--- src/design/dehaze_pkg.sv ---
// Widths, fixed-point constants, stage latencies, enums and a channel select helper
`default_nettype none

package dehaze_pkg;

    // ======================================
    // Data widths
    // ======================================
    localparam int PIX_W   = 8;
    localparam int RGB_W   = 3 * PIX_W;
    // Inverse atmospheric light, Q0.14
    localparam int INV_A_W = 14;
    // Haze fraction and transmission, Q0.8 with 256 meaning 1.0
    localparam int HAZE_W  = 9;
    // Reciprocal transmission, 4 fraction bits
    localparam int RECIP_W = 12;

    // ======================================
    // Fixed-point constants
    // ======================================
    // omega = 1 - 1/16
    localparam int OMEGA_SHIFT = 4;
    localparam int RECIP_NUM   = 4096;

    // ======================================
    // Stage latencies in cycles
    // ======================================
    localparam int FILTER_LAT = 2;
    localparam int ESTIM_LAT  = 2;
    localparam int RECOV_LAT  = 2;
    localparam int PIPE_LAT   = FILTER_LAT + ESTIM_LAT + RECOV_LAT;

    typedef enum logic {
        MODE_SMOOTH,
        MODE_EDGE
    } filter_mode_e;

    // Red sits in the high byte of a packed pixel
    typedef enum logic [1:0] {
        CH_RED,
        CH_GREEN,
        CH_BLUE
    } channel_e;

    function automatic logic [PIX_W-1:0] get_channel(logic [RGB_W-1:0] pix, channel_e ch);
        return pix[(CH_BLUE - ch) * PIX_W +: PIX_W];
    endfunction

endpackage

`default_nettype wire

--- src/design/adaptive_window_filter.sv ---
// Edge classification of a 3x3 window and weighted filtering of its three channels
`timescale 1ns/1ps
`default_nettype none

module adaptive_window_filter #(
    parameter int EDGE_THRESHOLD = 32
) (
    input  logic                         clk,
    input  logic                         rst,
    input  logic                         in_valid,
    input  logic [dehaze_pkg::RGB_W-1:0] win_p1,
    input  logic [dehaze_pkg::RGB_W-1:0] win_p2,
    input  logic [dehaze_pkg::RGB_W-1:0] win_p3,
    input  logic [dehaze_pkg::RGB_W-1:0] win_p4,
    input  logic [dehaze_pkg::RGB_W-1:0] win_p5,
    input  logic [dehaze_pkg::RGB_W-1:0] win_p6,
    input  logic [dehaze_pkg::RGB_W-1:0] win_p7,
    input  logic [dehaze_pkg::RGB_W-1:0] win_p8,
    input  logic [dehaze_pkg::RGB_W-1:0] win_p9,
    output logic [dehaze_pkg::PIX_W-1:0] filt_r,
    output logic [dehaze_pkg::PIX_W-1:0] filt_g,
    output logic [dehaze_pkg::PIX_W-1:0] filt_b,
    output logic                         filt_valid
);

    localparam int PW = dehaze_pkg::PIX_W;

    // ======================================
    // Cycle 1: classify and register window
    // ======================================
    logic [PW-1:0]              diff_h;
    logic [PW-1:0]              diff_v;
    logic [PW:0]                gradient;
    dehaze_pkg::filter_mode_e   mode_d;
    dehaze_pkg::filter_mode_e   mode_q;
    logic [dehaze_pkg::RGB_W-1:0] win_q [9];
    logic                       valid_q;

    // Green gradient across the horizontal and vertical neighbours
    always_comb begin
        diff_h = dehaze_pkg::get_channel(win_p4, dehaze_pkg::CH_GREEN)
               - dehaze_pkg::get_channel(win_p6, dehaze_pkg::CH_GREEN);
        if (dehaze_pkg::get_channel(win_p6, dehaze_pkg::CH_GREEN) >
            dehaze_pkg::get_channel(win_p4, dehaze_pkg::CH_GREEN)) begin
            diff_h = -diff_h;
        end
        diff_v = dehaze_pkg::get_channel(win_p2, dehaze_pkg::CH_GREEN)
               - dehaze_pkg::get_channel(win_p8, dehaze_pkg::CH_GREEN);
        if (dehaze_pkg::get_channel(win_p8, dehaze_pkg::CH_GREEN) >
            dehaze_pkg::get_channel(win_p2, dehaze_pkg::CH_GREEN)) begin
            diff_v = -diff_v;
        end
        gradient = diff_h + diff_v;
        mode_d   = (gradient > EDGE_THRESHOLD) ? dehaze_pkg::MODE_EDGE : dehaze_pkg::MODE_SMOOTH;
    end

    always_ff @(posedge clk) begin
        if (rst) begin
            for (int k = 0; k < 9; k++) begin
                win_q[k] <= '0;
            end
            mode_q  <= dehaze_pkg::MODE_SMOOTH;
            valid_q <= 1'b0;
        end else begin
            win_q[0] <= win_p1;
            win_q[1] <= win_p2;
            win_q[2] <= win_p3;
            win_q[3] <= win_p4;
            win_q[4] <= win_p5;
            win_q[5] <= win_p6;
            win_q[6] <= win_p7;
            win_q[7] <= win_p8;
            win_q[8] <= win_p9;
            mode_q   <= mode_d;
            valid_q  <= in_valid;
        end
    end

    // ======================================
    // Cycle 2: weighted sum per channel
    // ======================================
    logic [PW-1:0] px [9];
    logic [PW+1:0] corner_sum;
    logic [PW+1:0] edge_sum;
    logic [PW+3:0] acc;
    logic [PW-1:0] filt_d [3];

    always_comb begin
        for (int ch = 0; ch < 3; ch++) begin
            for (int k = 0; k < 9; k++) begin
                px[k] = dehaze_pkg::get_channel(win_q[k], dehaze_pkg::channel_e'(ch));
            end
            corner_sum = px[0] + px[2] + px[6] + px[8];
            edge_sum   = px[1] + px[3] + px[5] + px[7];
            // Both weight sets sum to 16
            if (mode_q == dehaze_pkg::MODE_EDGE) begin
                acc = (edge_sum << 1) + (px[4] << 3);
            end else begin
                acc = corner_sum + (edge_sum << 1) + (px[4] << 2);
            end
            filt_d[ch] = acc[PW+3:4];
        end
    end

    always_ff @(posedge clk) begin
        if (rst) begin
            filt_r     <= '0;
            filt_g     <= '0;
            filt_b     <= '0;
            filt_valid <= 1'b0;
        end else begin
            filt_r     <= filt_d[dehaze_pkg::CH_RED];
            filt_g     <= filt_d[dehaze_pkg::CH_GREEN];
            filt_b     <= filt_d[dehaze_pkg::CH_BLUE];
            filt_valid <= valid_q;
        end
    end

endmodule

`default_nettype wire

--- src/design/haze_removal_top.sv ---
// Top level of the dehazing pipeline with its filter, estimator, recovery and delay lines
`timescale 1ns/1ps
`default_nettype none

module haze_removal_top #(
    parameter int EDGE_THRESHOLD = 32,
    parameter int T_MIN          = 26
) (
    input  logic                           clk,
    input  logic                           rst,
    input  logic                           in_valid,
    input  logic [dehaze_pkg::RGB_W-1:0]   win_p1,
    input  logic [dehaze_pkg::RGB_W-1:0]   win_p2,
    input  logic [dehaze_pkg::RGB_W-1:0]   win_p3,
    input  logic [dehaze_pkg::RGB_W-1:0]   win_p4,
    input  logic [dehaze_pkg::RGB_W-1:0]   win_p5,
    input  logic [dehaze_pkg::RGB_W-1:0]   win_p6,
    input  logic [dehaze_pkg::RGB_W-1:0]   win_p7,
    input  logic [dehaze_pkg::RGB_W-1:0]   win_p8,
    input  logic [dehaze_pkg::RGB_W-1:0]   win_p9,
    input  logic [dehaze_pkg::PIX_W-1:0]   atm_r,
    input  logic [dehaze_pkg::PIX_W-1:0]   atm_g,
    input  logic [dehaze_pkg::PIX_W-1:0]   atm_b,
    input  logic [dehaze_pkg::INV_A_W-1:0] inv_atm_r,
    input  logic [dehaze_pkg::INV_A_W-1:0] inv_atm_g,
    input  logic [dehaze_pkg::INV_A_W-1:0] inv_atm_b,
    output logic [dehaze_pkg::PIX_W-1:0]   out_r,
    output logic [dehaze_pkg::PIX_W-1:0]   out_g,
    output logic [dehaze_pkg::PIX_W-1:0]   out_b,
    output logic                           out_valid
);

    localparam int PW = dehaze_pkg::PIX_W;
    localparam int IW = dehaze_pkg::INV_A_W;

    logic [PW-1:0]                  filt_r;
    logic [PW-1:0]                  filt_g;
    logic [PW-1:0]                  filt_b;
    logic                           filt_valid;
    logic [IW-1:0]                  inv_r_d;
    logic [IW-1:0]                  inv_g_d;
    logic [IW-1:0]                  inv_b_d;
    logic [dehaze_pkg::RECIP_W-1:0] recip_t;
    logic                           est_valid;
    logic [dehaze_pkg::RGB_W-1:0]   center_d;
    logic [PW-1:0]                  atm_r_d;
    logic [PW-1:0]                  atm_g_d;
    logic [PW-1:0]                  atm_b_d;

    adaptive_window_filter #(
        .EDGE_THRESHOLD(EDGE_THRESHOLD)
    ) u_filter (
        .clk       (clk),
        .rst       (rst),
        .in_valid  (in_valid),
        .win_p1    (win_p1),
        .win_p2    (win_p2),
        .win_p3    (win_p3),
        .win_p4    (win_p4),
        .win_p5    (win_p5),
        .win_p6    (win_p6),
        .win_p7    (win_p7),
        .win_p8    (win_p8),
        .win_p9    (win_p9),
        .filt_r    (filt_r),
        .filt_g    (filt_g),
        .filt_b    (filt_b),
        .filt_valid(filt_valid)
    );

    // Inverse light meets the filtered channels at the estimator
    pixel_delay #(
        .WIDTH(3 * IW),
        .DEPTH(dehaze_pkg::FILTER_LAT)
    ) u_inv_delay (
        .clk     (clk),
        .rst     (rst),
        .data_in ({inv_atm_r, inv_atm_g, inv_atm_b}),
        .data_out({inv_r_d, inv_g_d, inv_b_d})
    );

    transmission_estimator #(
        .T_MIN(T_MIN)
    ) u_estimator (
        .clk       (clk),
        .rst       (rst),
        .filt_valid(filt_valid),
        .filt_r    (filt_r),
        .filt_g    (filt_g),
        .filt_b    (filt_b),
        .inv_atm_r (inv_r_d),
        .inv_atm_g (inv_g_d),
        .inv_atm_b (inv_b_d),
        .recip_t   (recip_t),
        .est_valid (est_valid)
    );

    // Centre pixel and light ride alongside filter and estimator
    pixel_delay #(
        .WIDTH(dehaze_pkg::RGB_W + 3 * PW),
        .DEPTH(dehaze_pkg::FILTER_LAT + dehaze_pkg::ESTIM_LAT)
    ) u_pix_delay (
        .clk     (clk),
        .rst     (rst),
        .data_in ({win_p5, atm_r, atm_g, atm_b}),
        .data_out({center_d, atm_r_d, atm_g_d, atm_b_d})
    );

    scene_recovery u_recovery (
        .clk       (clk),
        .rst       (rst),
        .est_valid (est_valid),
        .recip_t   (recip_t),
        .center_pix(center_d),
        .atm_r     (atm_r_d),
        .atm_g     (atm_g_d),
        .atm_b     (atm_b_d),
        .out_r     (out_r),
        .out_g     (out_g),
        .out_b     (out_b),
        .out_valid (out_valid)
    );

endmodule

`default_nettype wire

--- src/design/pixel_delay.sv ---
// Register chain that keeps side-band values aligned with the pipeline
`timescale 1ns/1ps
`default_nettype none

module pixel_delay #(
    parameter int WIDTH = 8,
    parameter int DEPTH = 2
) (
    input  logic             clk,
    input  logic             rst,
    input  logic [WIDTH-1:0] data_in,
    output logic [WIDTH-1:0] data_out
);

    logic [WIDTH-1:0] stage_q [DEPTH];

    always_ff @(posedge clk) begin
        if (rst) begin
            for (int i = 0; i < DEPTH; i++) begin
                stage_q[i] <= '0;
            end
        end else begin
            stage_q[0] <= data_in;
            for (int i = 1; i < DEPTH; i++) begin
                stage_q[i] <= stage_q[i-1];
            end
        end
    end

    assign data_out = stage_q[DEPTH-1];

endmodule

`default_nettype wire

--- src/design/scene_recovery.sv ---
// Per-channel scene recovery A +/- |I - A| / t with clamping to 8 bits
`timescale 1ns/1ps
`default_nettype none

module scene_recovery (
    input  logic                           clk,
    input  logic                           rst,
    input  logic                           est_valid,
    input  logic [dehaze_pkg::RECIP_W-1:0] recip_t,
    input  logic [dehaze_pkg::RGB_W-1:0]   center_pix,
    input  logic [dehaze_pkg::PIX_W-1:0]   atm_r,
    input  logic [dehaze_pkg::PIX_W-1:0]   atm_g,
    input  logic [dehaze_pkg::PIX_W-1:0]   atm_b,
    output logic [dehaze_pkg::PIX_W-1:0]   out_r,
    output logic [dehaze_pkg::PIX_W-1:0]   out_g,
    output logic [dehaze_pkg::PIX_W-1:0]   out_b,
    output logic                           out_valid
);

    localparam int PW = dehaze_pkg::PIX_W;
    localparam int RW = dehaze_pkg::RECIP_W;

    // ======================================
    // Cycle 1: scaled difference
    // ======================================
    logic [dehaze_pkg::RGB_W-1:0] atm_pix;
    logic [PW-1:0]      i_ch;
    logic [PW-1:0]      a_ch;
    logic [PW-1:0]      diff;
    logic [PW+RW-1:0]   prod;
    logic [PW-1:0]      scaled_d [3];
    logic [2:0]         ge_d;
    logic [PW-1:0]      scaled_q [3];
    logic [2:0]         ge_q;
    logic [dehaze_pkg::RGB_W-1:0] atm_q;
    logic               valid_q;

    assign atm_pix = {atm_r, atm_g, atm_b};

    always_comb begin
        for (int ch = 0; ch < 3; ch++) begin
            i_ch     = dehaze_pkg::get_channel(center_pix, dehaze_pkg::channel_e'(ch));
            a_ch     = dehaze_pkg::get_channel(atm_pix, dehaze_pkg::channel_e'(ch));
            ge_d[ch] = (i_ch >= a_ch);
            diff     = ge_d[ch] ? i_ch - a_ch : a_ch - i_ch;
            prod     = diff * recip_t;
            // Drop the 4 fraction bits of the reciprocal, then saturate
            scaled_d[ch] = (|prod[PW+RW-1:PW+4]) ? PW'(255) : prod[PW+3:4];
        end
    end

    always_ff @(posedge clk) begin
        if (rst) begin
            for (int ch = 0; ch < 3; ch++) begin
                scaled_q[ch] <= '0;
            end
            ge_q    <= '0;
            atm_q   <= '0;
            valid_q <= 1'b0;
        end else begin
            scaled_q <= scaled_d;
            ge_q     <= ge_d;
            atm_q    <= atm_pix;
            valid_q  <= est_valid;
        end
    end

    // ======================================
    // Cycle 2: add or subtract and clamp
    // ======================================
    logic [PW-1:0] a2_ch;
    logic [PW:0]   sum;
    logic [PW-1:0] out_d [3];

    always_comb begin
        for (int ch = 0; ch < 3; ch++) begin
            a2_ch = dehaze_pkg::get_channel(atm_q, dehaze_pkg::channel_e'(ch));
            sum   = a2_ch + scaled_q[ch];
            if (ge_q[ch]) begin
                out_d[ch] = sum[PW] ? PW'(255) : sum[PW-1:0];
            end else begin
                out_d[ch] = (scaled_q[ch] > a2_ch) ? '0 : a2_ch - scaled_q[ch];
            end
        end
    end

    always_ff @(posedge clk) begin
        if (rst) begin
            out_r     <= '0;
            out_g     <= '0;
            out_b     <= '0;
            out_valid <= 1'b0;
        end else begin
            out_r     <= out_d[dehaze_pkg::CH_RED];
            out_g     <= out_d[dehaze_pkg::CH_GREEN];
            out_b     <= out_d[dehaze_pkg::CH_BLUE];
            out_valid <= valid_q;
        end
    end

endmodule

`default_nettype wire

--- src/design/transmission_estimator.sv ---
// Dark channel, omega scaling, haze fraction, transmission floor and reciprocal table
`timescale 1ns/1ps
`default_nettype none

module transmission_estimator #(
    parameter int T_MIN = 26
) (
    input  logic                           clk,
    input  logic                           rst,
    input  logic                           filt_valid,
    input  logic [dehaze_pkg::PIX_W-1:0]   filt_r,
    input  logic [dehaze_pkg::PIX_W-1:0]   filt_g,
    input  logic [dehaze_pkg::PIX_W-1:0]   filt_b,
    input  logic [dehaze_pkg::INV_A_W-1:0] inv_atm_r,
    input  logic [dehaze_pkg::INV_A_W-1:0] inv_atm_g,
    input  logic [dehaze_pkg::INV_A_W-1:0] inv_atm_b,
    output logic [dehaze_pkg::RECIP_W-1:0] recip_t,
    output logic                           est_valid
);

    localparam int PW = dehaze_pkg::PIX_W;
    localparam int IW = dehaze_pkg::INV_A_W;
    localparam int HW = dehaze_pkg::HAZE_W;

    // ======================================
    // Cycle 1: dark channel and scaled inverse
    // ======================================
    dehaze_pkg::channel_e dark_ch;
    logic [PW-1:0]        dark_d;
    logic [IW-1:0]        inv_sel;
    logic [PW-1:0]        dark_q;
    logic [IW-1:0]        inv_q;
    logic                 valid_q;

    // Ties resolve towards red, then green
    always_comb begin
        if (filt_r <= filt_g && filt_r <= filt_b) begin
            dark_ch = dehaze_pkg::CH_RED;
        end else if (filt_g <= filt_b) begin
            dark_ch = dehaze_pkg::CH_GREEN;
        end else begin
            dark_ch = dehaze_pkg::CH_BLUE;
        end
        case (dark_ch)
            dehaze_pkg::CH_RED: begin
                dark_d  = filt_r;
                inv_sel = inv_atm_r;
            end
            dehaze_pkg::CH_GREEN: begin
                dark_d  = filt_g;
                inv_sel = inv_atm_g;
            end
            default: begin
                dark_d  = filt_b;
                inv_sel = inv_atm_b;
            end
        endcase
    end

    always_ff @(posedge clk) begin
        if (rst) begin
            dark_q  <= '0;
            inv_q   <= '0;
            valid_q <= 1'b0;
        end else begin
            dark_q  <= dark_d;
            inv_q   <= inv_sel - (inv_sel >> dehaze_pkg::OMEGA_SHIFT);
            valid_q <= filt_valid;
        end
    end

    // ======================================
    // Cycle 2: transmission and reciprocal
    // ======================================
    logic [PW+IW-1:0] product;
    logic [HW-1:0]    haze;
    logic [HW-1:0]    trans_raw;
    logic [HW-1:0]    trans;
    logic [dehaze_pkg::RECIP_W-1:0] recip_lut [0:256];

    always_comb begin
        product   = dark_q * inv_q;
        // Product is Q0.14 times 8 bits, shift back to Q0.8
        haze      = (|product[PW+IW-1:14]) ? HW'(255) : HW'(product[13:6]);
        trans_raw = HW'(256) - haze;
        trans     = (trans_raw < HW'(T_MIN)) ? HW'(T_MIN) : trans_raw;
    end

    // Table entries below the floor are never addressed
    for (genvar t = 0; t <= 256; t++) begin : g_recip
        if (t >= T_MIN) begin : g_used
            assign recip_lut[t] = dehaze_pkg::RECIP_W'(dehaze_pkg::RECIP_NUM / t);
        end else begin : g_unused
            assign recip_lut[t] = '0;
        end
    end

    always_ff @(posedge clk) begin
        if (rst) begin
            recip_t   <= '0;
            est_valid <= 1'b0;
        end else begin
            recip_t   <= recip_lut[trans];
            est_valid <= valid_q;
        end
    end

endmodule

`default_nettype wire

--- config.mk ---
export PLATFORM = sky130hd
export DESIGN_NAME = haze_removal_top
export DESIGN_NICKNAME = d
export VERILOG_FILES = /design/src/design/dehaze_pkg.sv /design/src/design/adaptive_window_filter.sv /design/src/design/haze_removal_top.sv /design/src/design/pixel_delay.sv /design/src/design/scene_recovery.sv /design/src/design/transmission_estimator.sv
export SDC_FILE = /design/constraint.sdc
export NUM_CORES = 2
export LEC_CHECK = 0
export BUFFER_PORTS_ARGS = -buffer_cell sky130_fd_sc_hd__buf_4
export CORE_MARGIN = 5
export CORE_UTILIZATION = 25
export CTS_BUF_LIST = sky130_fd_sc_hd__clkbuf_8 sky130_fd_sc_hd__clkbuf_16
export DETAILED_ROUTE_END_ITERATION = 7
export PLACE_DENSITY = 0.41
export RECOVER_POWER = 100
export SLEW_MARGIN = 20
export SYNTH_ARGS = -nofsm -noshare
export SYNTH_HDL_FRONTEND = slang
export SYNTH_HIERARCHICAL = 1
export SYNTH_SLANG_ARGS = --single-unit
--- constraint.sdc ---
create_clock -name clk -period 25.3 [get_ports clk]
set_clock_uncertainty 0.05 [all_clocks]
set_input_delay 5.06 -clock clk [delete_from_list [all_inputs] [get_ports clk]]
set_output_delay 5.06 -clock clk [all_outputs]
set_load 0.02 [all_outputs]
Yosys cells after proc, flatten, opt, wreduce, memory -nomap -nowiden
Memories as Yosys holds them, arrays and structs flattened. A register that Yosys moved wholly into a read port is not among the register bits. Index checks and enable logic that the tools add are counted.

Input bits: 285. Latch bits: 0. Memory bits (writable): 492. Memories: 4. ROM bits: 6144. Logic and storage cells: 155. Flip-flop bits (word level): 128.

Shift-type cells: 0. Equality and inequality tests: 1. Multipliers: 4. Divide/modulo/power cells: 0. Muxes and demuxes: 45. Order comparisons: 13. $add $sub $neg: 46. Reduce and logical (&&, ||, !) cells: 6. Bitwise logic cells: 16.

Memories: (name not given) (depth 512, bits a word 12, rd ports 1, clocked after memory_dff 1, wr ports 0, line transmission_estimator.sv:103) `recip_t <= recip_lut[trans];`; u_filter.win_q (depth 9, bits a word 24, rd ports 9, clocked after memory_dff 0, wr ports 9, line adaptive_window_filter.sv:36) `logic [dehaze_pkg::RGB_W-1:0] win_q [9];`; u_pix_delay.stage_q (depth 4, bits a word 48, rd ports 4, clocked after memory_dff 0, wr ports 4, line pixel_delay.sv:15) `logic [WIDTH-1:0] stage_q [DEPTH];`; u_inv_delay.stage_q (depth 2, bits a word 42, rd ports 2, clocked after memory_dff 0, wr ports 2, line pixel_delay.sv:15).

Operator list (count): 24-bit 2-to-1 mux (9); 48-bit 2-to-1 mux (4); 8-bit 2-to-1 mux (18); 10-bit by 8-bit adder with 10-bit output (12); 8-bit by 8-bit adder with 9-bit output (10); 8-bit subtractor (11); 42-bit 2-to-1 mux (2); 8-bit by 12-bit multiplier with 20-bit output (3); 8-bit > comparator (5); 10-bit by 11-bit adder with 12-bit output (3); 11-bit by 11-bit adder with 12-bit output (3); 12-bit by 10-bit adder with 12-bit output (3); 12-bit 2-to-1 mux (3); 8-bit OR reduction (4); 14-bit one-hot mux with 2 select lines (1); 8-bit >= comparator (3); 8-bit less-or-equal comparator (3); 8-bit by 14-bit multiplier with 22-bit output (1); 8-bit negator (2); 8-bit one-hot mux with 2 select lines (1); 1-bit bitwise OR (15); 14-bit by 10-bit subtractor with 14-bit output (1); 9-bit NOT with 10-bit output (1); 9-bit by 6-bit > comparator with 1-bit output (second input constant) (1); 8 further kinds (12).

Logic depth before layout (Yosys ltp)
Word-level depth: 7. Mapped depth: 36. Gate-level depth less buffers: 32.

Hierarchy
The synthesis kept the hierarchy.

By module, submodules not included: scene_recovery (area each 15077.0 sq um, times used 1, cells each 1826, seq. area each 1541.5 sq um); adaptive_window_filter (area each 14262.4 sq um, times used 1, cells each 1437, seq. area each 4864.7 sq um); transmission_estimator (area each 7828.8 sq um, times used 1, cells each 1010, seq. area each 640.6 sq um); pixel_delay (u_pix_delay) (area each 5148.7 sq um, times used 1, cells each 405, seq. area each 3843.7 sq um); pixel_delay (u_inv_delay) (area each 2607.5 sq um, times used 1, cells each 219, seq. area each 1681.6 sq um).

Worst setup path before layout
Ideal clock, no wire load.

Kind: reg2reg. Start: register u_estimator.dark_q[2]. End: register u_estimator/recip_t[0] in the netlist's numbering. Stages on the path, launching flop included: 36. Path buffers: 6. Path slack: 16.564 ns. Data required time: 25.134 ns. Arrival time: 8.570 ns. Cells stage by stage: dfxtp_1 -> clkbuf_1 -> nand2_1 -> fa_1 -> inv_1 -> fa_1 -> fa_1 -> inv_1 -> fa_1 -> inv_1 -> ha_1 -> buf_2 -> a21oi_1 -> o21ai_0 -> a211o_1 -> and4_1 -> or4_4 -> or4_4 -> buf_6 -> nor3_1 -> ha_1 -> clkbuf_1 -> o2111ai_1 -> xor2_1 -> clkbuf_1 -> nand3_1 -> a211oi_1 -> inv_1 -> ha_1 -> clkbuf_1 -> nor2_1 -> a21oi_1 -> a32o_1 -> a221oi_1 -> nand2_1 -> a31o_1.

Longest elaborated chain between the ends: 7.

Ends and longest elaborated chain: start: declaration (line transmission_estimator.sv:31) `logic [PW-1:0] dark_q;`; start signal: assignment (line transmission_estimator.sv:66) `dark_q <= dark_d;`; 8-bit by 14-bit multiplier with 22-bit output (*) (line transmission_estimator.sv:82) `product = dark_q * inv_q;`; 8-bit OR reduction (line transmission_estimator.sv:84) `haze = (|product[PW+IW-1:14]) ? HW'(255) : HW'(product[13:6]);`; 8-bit 2-to-1 mux (*) (line transmission_estimator.sv:84); 9-bit subtractor (*) (line transmission_estimator.sv:85) `trans_raw = HW'(256) - haze;`; 9-bit by 5-bit < comparator with 1-bit output (line transmission_estimator.sv:86) `trans = (trans_raw < HW'(T_MIN)) ? HW'(T_MIN) : trans_raw;`; 9-bit 2-to-1 mux (*) (line transmission_estimator.sv:86); 9-bit NOT with 10-bit output (not written as such) (*) (line transmission_estimator.sv:103); end: declaration (line transmission_estimator.sv:17) `output logic [dehaze_pkg::RECIP_W-1:0] recip_t,`.

Every way passes the cells marked *; elsewhere a longest branch is shown, timed or not. A chain may end at the register's enable or synchronous reset.

==> flow_results.org <==
** Outcome
- Outcome :: complete, but fails checks
- The checks that failed: capacitance limit, slew limit.

** Route
- DR WL/cell :: 16.00 um
- For this run, the detailed router's first-pass iteration total came to 5.
- Using the TritonRoute via totals, the vias-per-cell ratio works out to 4.256.
- Summed over all layers, the routed wires come to 120.5 mm.
- After detailed routing, the number of remaining DRC violations is 0.
- Number of vias after detailed routing :: 32.04k
- The first routing iteration left 1,356 violations.
- Once detail routing completed, the nets flagged for antenna violations numbered 0.

** Yosys
- Synthesized-area fraction occupied by xor and xnor cells :: 3.217%
- In the post-synthesis netlist, the biggest area contributors are sky130_fd_sc_hd__dfxtp_1, sky130_fd_sc_hd__fa_1, sky130_fd_sc_hd__ha_1, sky130_fd_sc_hd__nor2b_1, sky130_fd_sc_hd__inv_1.
- Synth Area in Compound Gates :: 10.93%
- Number of warnings reported in the yosys synthesis log :: 6
- Share of synthesized area occupied by flip-flops and latches :: 27.98%
- The synthesized design contains 0 enable-type register cells.
- The synthesized design contains 628 register bits.
- Synth area leader :: sky130_fd_sc_hd__dfxtp_1
- Post-synthesis cell count :: 4,897
- Of the total synthesized cell area, the portion taken by full adders, half adders and majority gates is 29.33%.
- Of all flip-flops after synthesis, the portion carrying an async set or reset was 0%.
- Distinct cell type count of the synthesized netlist :: 90
- Multiplexer share of the synthesized area :: 1.086%
- A synthesized cell averages 9.174 um2.
- By area, the combinational part of the netlist is dominated by adder cells.
- Post-synth top area share :: 27.98%
- The synthesized netlist devotes 18.59% of its cell area to simple gates.
- In this run the cell area of the synthesized design comes to 0.04492 mm2.
- Top FF cell, synth :: sky130_fd_sc_hd__dfxtp_1

** GRT
- Largest net degree at the start of global routing :: 141
- Busiest layer in global routing :: met2
- Initial antenna violation count :: 11
- Routing usage on met2 :: 21.42%
- Number of global-route vias before repair :: 34.00k
- Global routing used 17.00% of the available met1 tracks.
- Aggregate global routing overflow :: 0
- The first global-routing pass estimated 191.7 mm of wire.
- In the global route stage, met3 resource usage came out at 2.590%.
- Across every metal layer, demand over resource in global routing totals 12.82%.

** Timing
- Setup repair after global routing missed its margin :: no
- Setup Viol. Count Final :: 0
- The worst path meets setup with 10,910 ps of slack.
- The final count of pins violating max slew is 543.
- In the finished design, the share of the clock period the worst path needs comes to 56.90%.
- Worst-case headroom to the max-slew limit :: -338.8%
- The number of hold violations in the final report was 0.
- Hold slack :: 364.1 ps
- In the final timing run, aggregate negative setup slack is 0 ps.
- The worst path needs 14,400 ps of the cycle, external delays included.
- Timing would allow up to 69.47 MHz.
- Least-Margin Pin Slew :: 6582 ps

** Die
- Initial standard-cell utilization of the core :: 25.15%
- The total area inside the core boundary comes to 0.1786 mm2.
- The die is 433.9 um wide.
- IO Pins :: 310
- The die is 433.9 um tall.
- The floorplan has 155 rows.
- The die covers 0.1883 mm2.

** Power
- Power density relative to cell area :: 120.9 mW/mm2
- The completed layout was analyzed and its total power is 6299 uW.
- The analysis attributes to cell leakage a power of 0.02387 uW.
- IR analysis of the VDD net gives a maximum drop of 0.1111 mV.

** Cells and area
- The finished cells cover 0.05208 mm2.
- In the final design database the tool counted 6,205 nets.
- Fill cells in the final layout number 19.01k.
- In the final layout, the share of cells above drive strength 1 is 9.886%.
- Across the whole layout, storage elements account for 0.01257 mm2.
- Multi-input combinational cell area :: 0.02842 mm2
- Area growth, synth to finish :: 15.93%

** Setup path
- Critical path start-end classification :: in -> reg
- Along the worst path, the maximum fanout reaches 140.
- At the worst endpoint, the arrival time is 14,860 ps.
- The worst setup path is launched from an input pin.
- Capturing element type of the critical path :: flop
- Critical Path RT :: 25,770 ps

** Clocking
- H-tree depth reported by CTS :: 3
- The root buffer cell chosen for the clock tree is sky130_fd_sc_hd__clkbuf_16.
- Post-CTS Repair Setup Buffers :: 0
- CTS max path bufs :: 3
- Clock Pin Slew Worst Setup and Hold Paths :: 60 ps
- TritonCTS created 80 clock buffers.
- Resized Gates After CTS :: 0
- Clock latency on the worst-skew pair, taken at its later pin, is 700 ps.
- TritonCTS built the clock tree.
- Number of clock sinks :: 628
- Hold_buf cts :: 0

** Placement
- At the end of routability-driven placement, the weighted congestion stood at 0.8085.
- Once placement finished, the instance area stood at 0.04943 mm2.
- The count of buffers added on input and output ports is 309.
- Prior to clock tree synthesis, the placed netlist has a worst setup slack of 15,280 ps.
- Summed over all nets, the half-perimeter wirelength after detailed placement is 94.69 mm.

** Job
- Max-cap check violation count :: 7

** Hold path
- Class of the tightest hold or removal check :: reg -> reg
final cells by class:
class / instances / area share (%)
sequential: 628 / 24.14
inverter: 758 / 5.468
tap: 2355 / 5.658
antenna: 6 / 0.02883
clock buffer: 94 / 4.235
multi-input combinational: 3289 / 54.57
timing repair buffer: 353 / 4.858
clock inverter: 47 / 1.045
routing by layer:
layer	part of all wire, %	wire length, um	vias to the layer above
li1	-	-	16028
met2	47	56340	492
met3	4.3	5170	149
met4	2.1	2560	12
met5	0.065	78	-
met1	47	56340	15363
registers in the layout, summed over array words and instances, names as in the netlist, 3 cells and up:
name	cells
u_recovery/atm_q	24
u_pix_delay/stage_q	192
u_recovery/out_g	8
u_recovery/scaled_q	24
u_filter/filt_g	8
u_inv_delay/stage_q	84
u_filter/filt_r	8
u_estimator/dark_q	8
u_recovery/out_b	8
u_filter/filt_b	8
u_estimator/recip_t	8
u_recovery/out_r	8
u_filter/win_q	216
u_estimator/inv_q	14
u_recovery/ge_q	3
cells in the mapped netlist (36+ instances only):
master and number:
sky130_fd_sc_hd__inv_1 757, sky130_fd_sc_hd__nand3_1 44, sky130_fd_sc_hd__fa_1 405, sky130_fd_sc_hd__nor2b_1 552, sky130_fd_sc_hd__buf_4 48, sky130_fd_sc_hd__and2_1 244, sky130_fd_sc_hd__ha_1 405, sky130_fd_sc_hd__a21oi_1 246
sky130_fd_sc_hd__xnor2_1 109, sky130_fd_sc_hd__xor2_1 56, sky130_fd_sc_hd__dfxtp_1 628, sky130_fd_sc_hd__o21a_1 36, sky130_fd_sc_hd__a21o_1 80, sky130_fd_sc_hd__nor3_1 55, sky130_fd_sc_hd__nor2_1 221, sky130_fd_sc_hd__nand2_1 228
sky130_fd_sc_hd__o21ai_0 107, sky130_fd_sc_hd__clkbuf_1 126
where the power goes:
group          leakage (uW)  switching (uW)  internal, uW
clock               0.00137             475           717
sequential          0.00519            74.3          1090
combinational        0.0173            2470          1480
total                0.0239            3020          3280
metrics by stage:
stage                     util (%)  cells
after floorplan                  -   4900
after global placement       27.67   7382
after global routing         29.15   7526
after CTS                    29.21   7523
final                        29.16   7530
after detailed placement     27.67   7382
worst max-delay path, stage by stage:
cell and delay, ps:
sky130_fd_sc_hd__clkbuf_1 4470, sky130_fd_sc_hd__clkbuf_1 1800, sky130_fd_sc_hd__clkbuf_1 2020, sky130_fd_sc_hd__buf_4 980
sky130_fd_sc_hd__nor2_1 90, sky130_fd_sc_hd__nand2_1 100, sky130_fd_sc_hd__o32ai_1 70
worst paths after layout:
check | end | depth (start not counted) | startpoint | slack [ps]
setup / recovery | u_recovery/out_g[7] | 7 | rst | 10910
hold / removal | u_pix_delay/stage_q[2][2] | 1 | u_pix_delay/stage_q[1][2] | 360
setup reg to reg | u_estimator/recip_t[1] | 32 | u_estimator/dark_q[2] | 15180
hold reg to reg | u_pix_delay/stage_q[2][2] | 1 | u_pix_delay/stage_q[1][2] | 360
kinds of logic after synthesis:
| kind of cell | after synthesis |
|---|---|
| other | 1 |
| adders and majority gates | 810 |
| muxes | 46 |
| buffers and inverters | 983 |
| xor gates and xnor gates | 165 |
| and+or+nand+nor | 1515 |
| AOI/OAI and AO/OA | 749 |
| DFF | 628 |
cells in the final DEF, fill, tap and decap left out, types with 10 or more instances in the layout:
cell	instances
sky130_fd_sc_hd__clkbuf_16	81
sky130_fd_sc_hd__nor2_1	221
sky130_fd_sc_hd__a21o_1	80
sky130_fd_sc_hd__inv_1	769
sky130_fd_sc_hd__nand3_1	44
sky130_fd_sc_hd__clkbuf_1	32
sky130_fd_sc_hd__a21oi_1	246
sky130_fd_sc_hd__clkbuf_8	13
sky130_fd_sc_hd__o211ai_1	17
sky130_fd_sc_hd__o21ai_0	106
sky130_fd_sc_hd__nor2b_1	552
sky130_fd_sc_hd__nor4_1	12
sky130_fd_sc_hd__o21a_1	36
sky130_fd_sc_hd__xor2_1	54
sky130_fd_sc_hd__o21bai_1	30
sky130_fd_sc_hd__a311oi_1	12
sky130_fd_sc_hd__fa_1	405
sky130_fd_sc_hd__or3_1	28
sky130_fd_sc_hd__o31ai_1	21
sky130_fd_sc_hd__ha_1	405
sky130_fd_sc_hd__nand2b_1	29
sky130_fd_sc_hd__a211oi_1	32
sky130_fd_sc_hd__xnor2_1	109
sky130_fd_sc_hd__dfxtp_1	628
sky130_fd_sc_hd__a211o_1	17
sky130_fd_sc_hd__a41oi_1	12
sky130_fd_sc_hd__mux2_2	12
sky130_fd_sc_hd__and3_1	26
sky130_fd_sc_hd__a31oi_1	31
sky130_fd_sc_hd__nand4_1	22
sky130_fd_sc_hd__and4_1	14
sky130_fd_sc_hd__buf_4	321
sky130_fd_sc_hd__and2_1	244
sky130_fd_sc_hd__nor3_1	54
sky130_fd_sc_hd__o21ai_1	10
sky130_fd_sc_hd__mux2i_1	33
sky130_fd_sc_hd__nand2_1	228
Note: power is estimated with default switching activity, not from simulation.
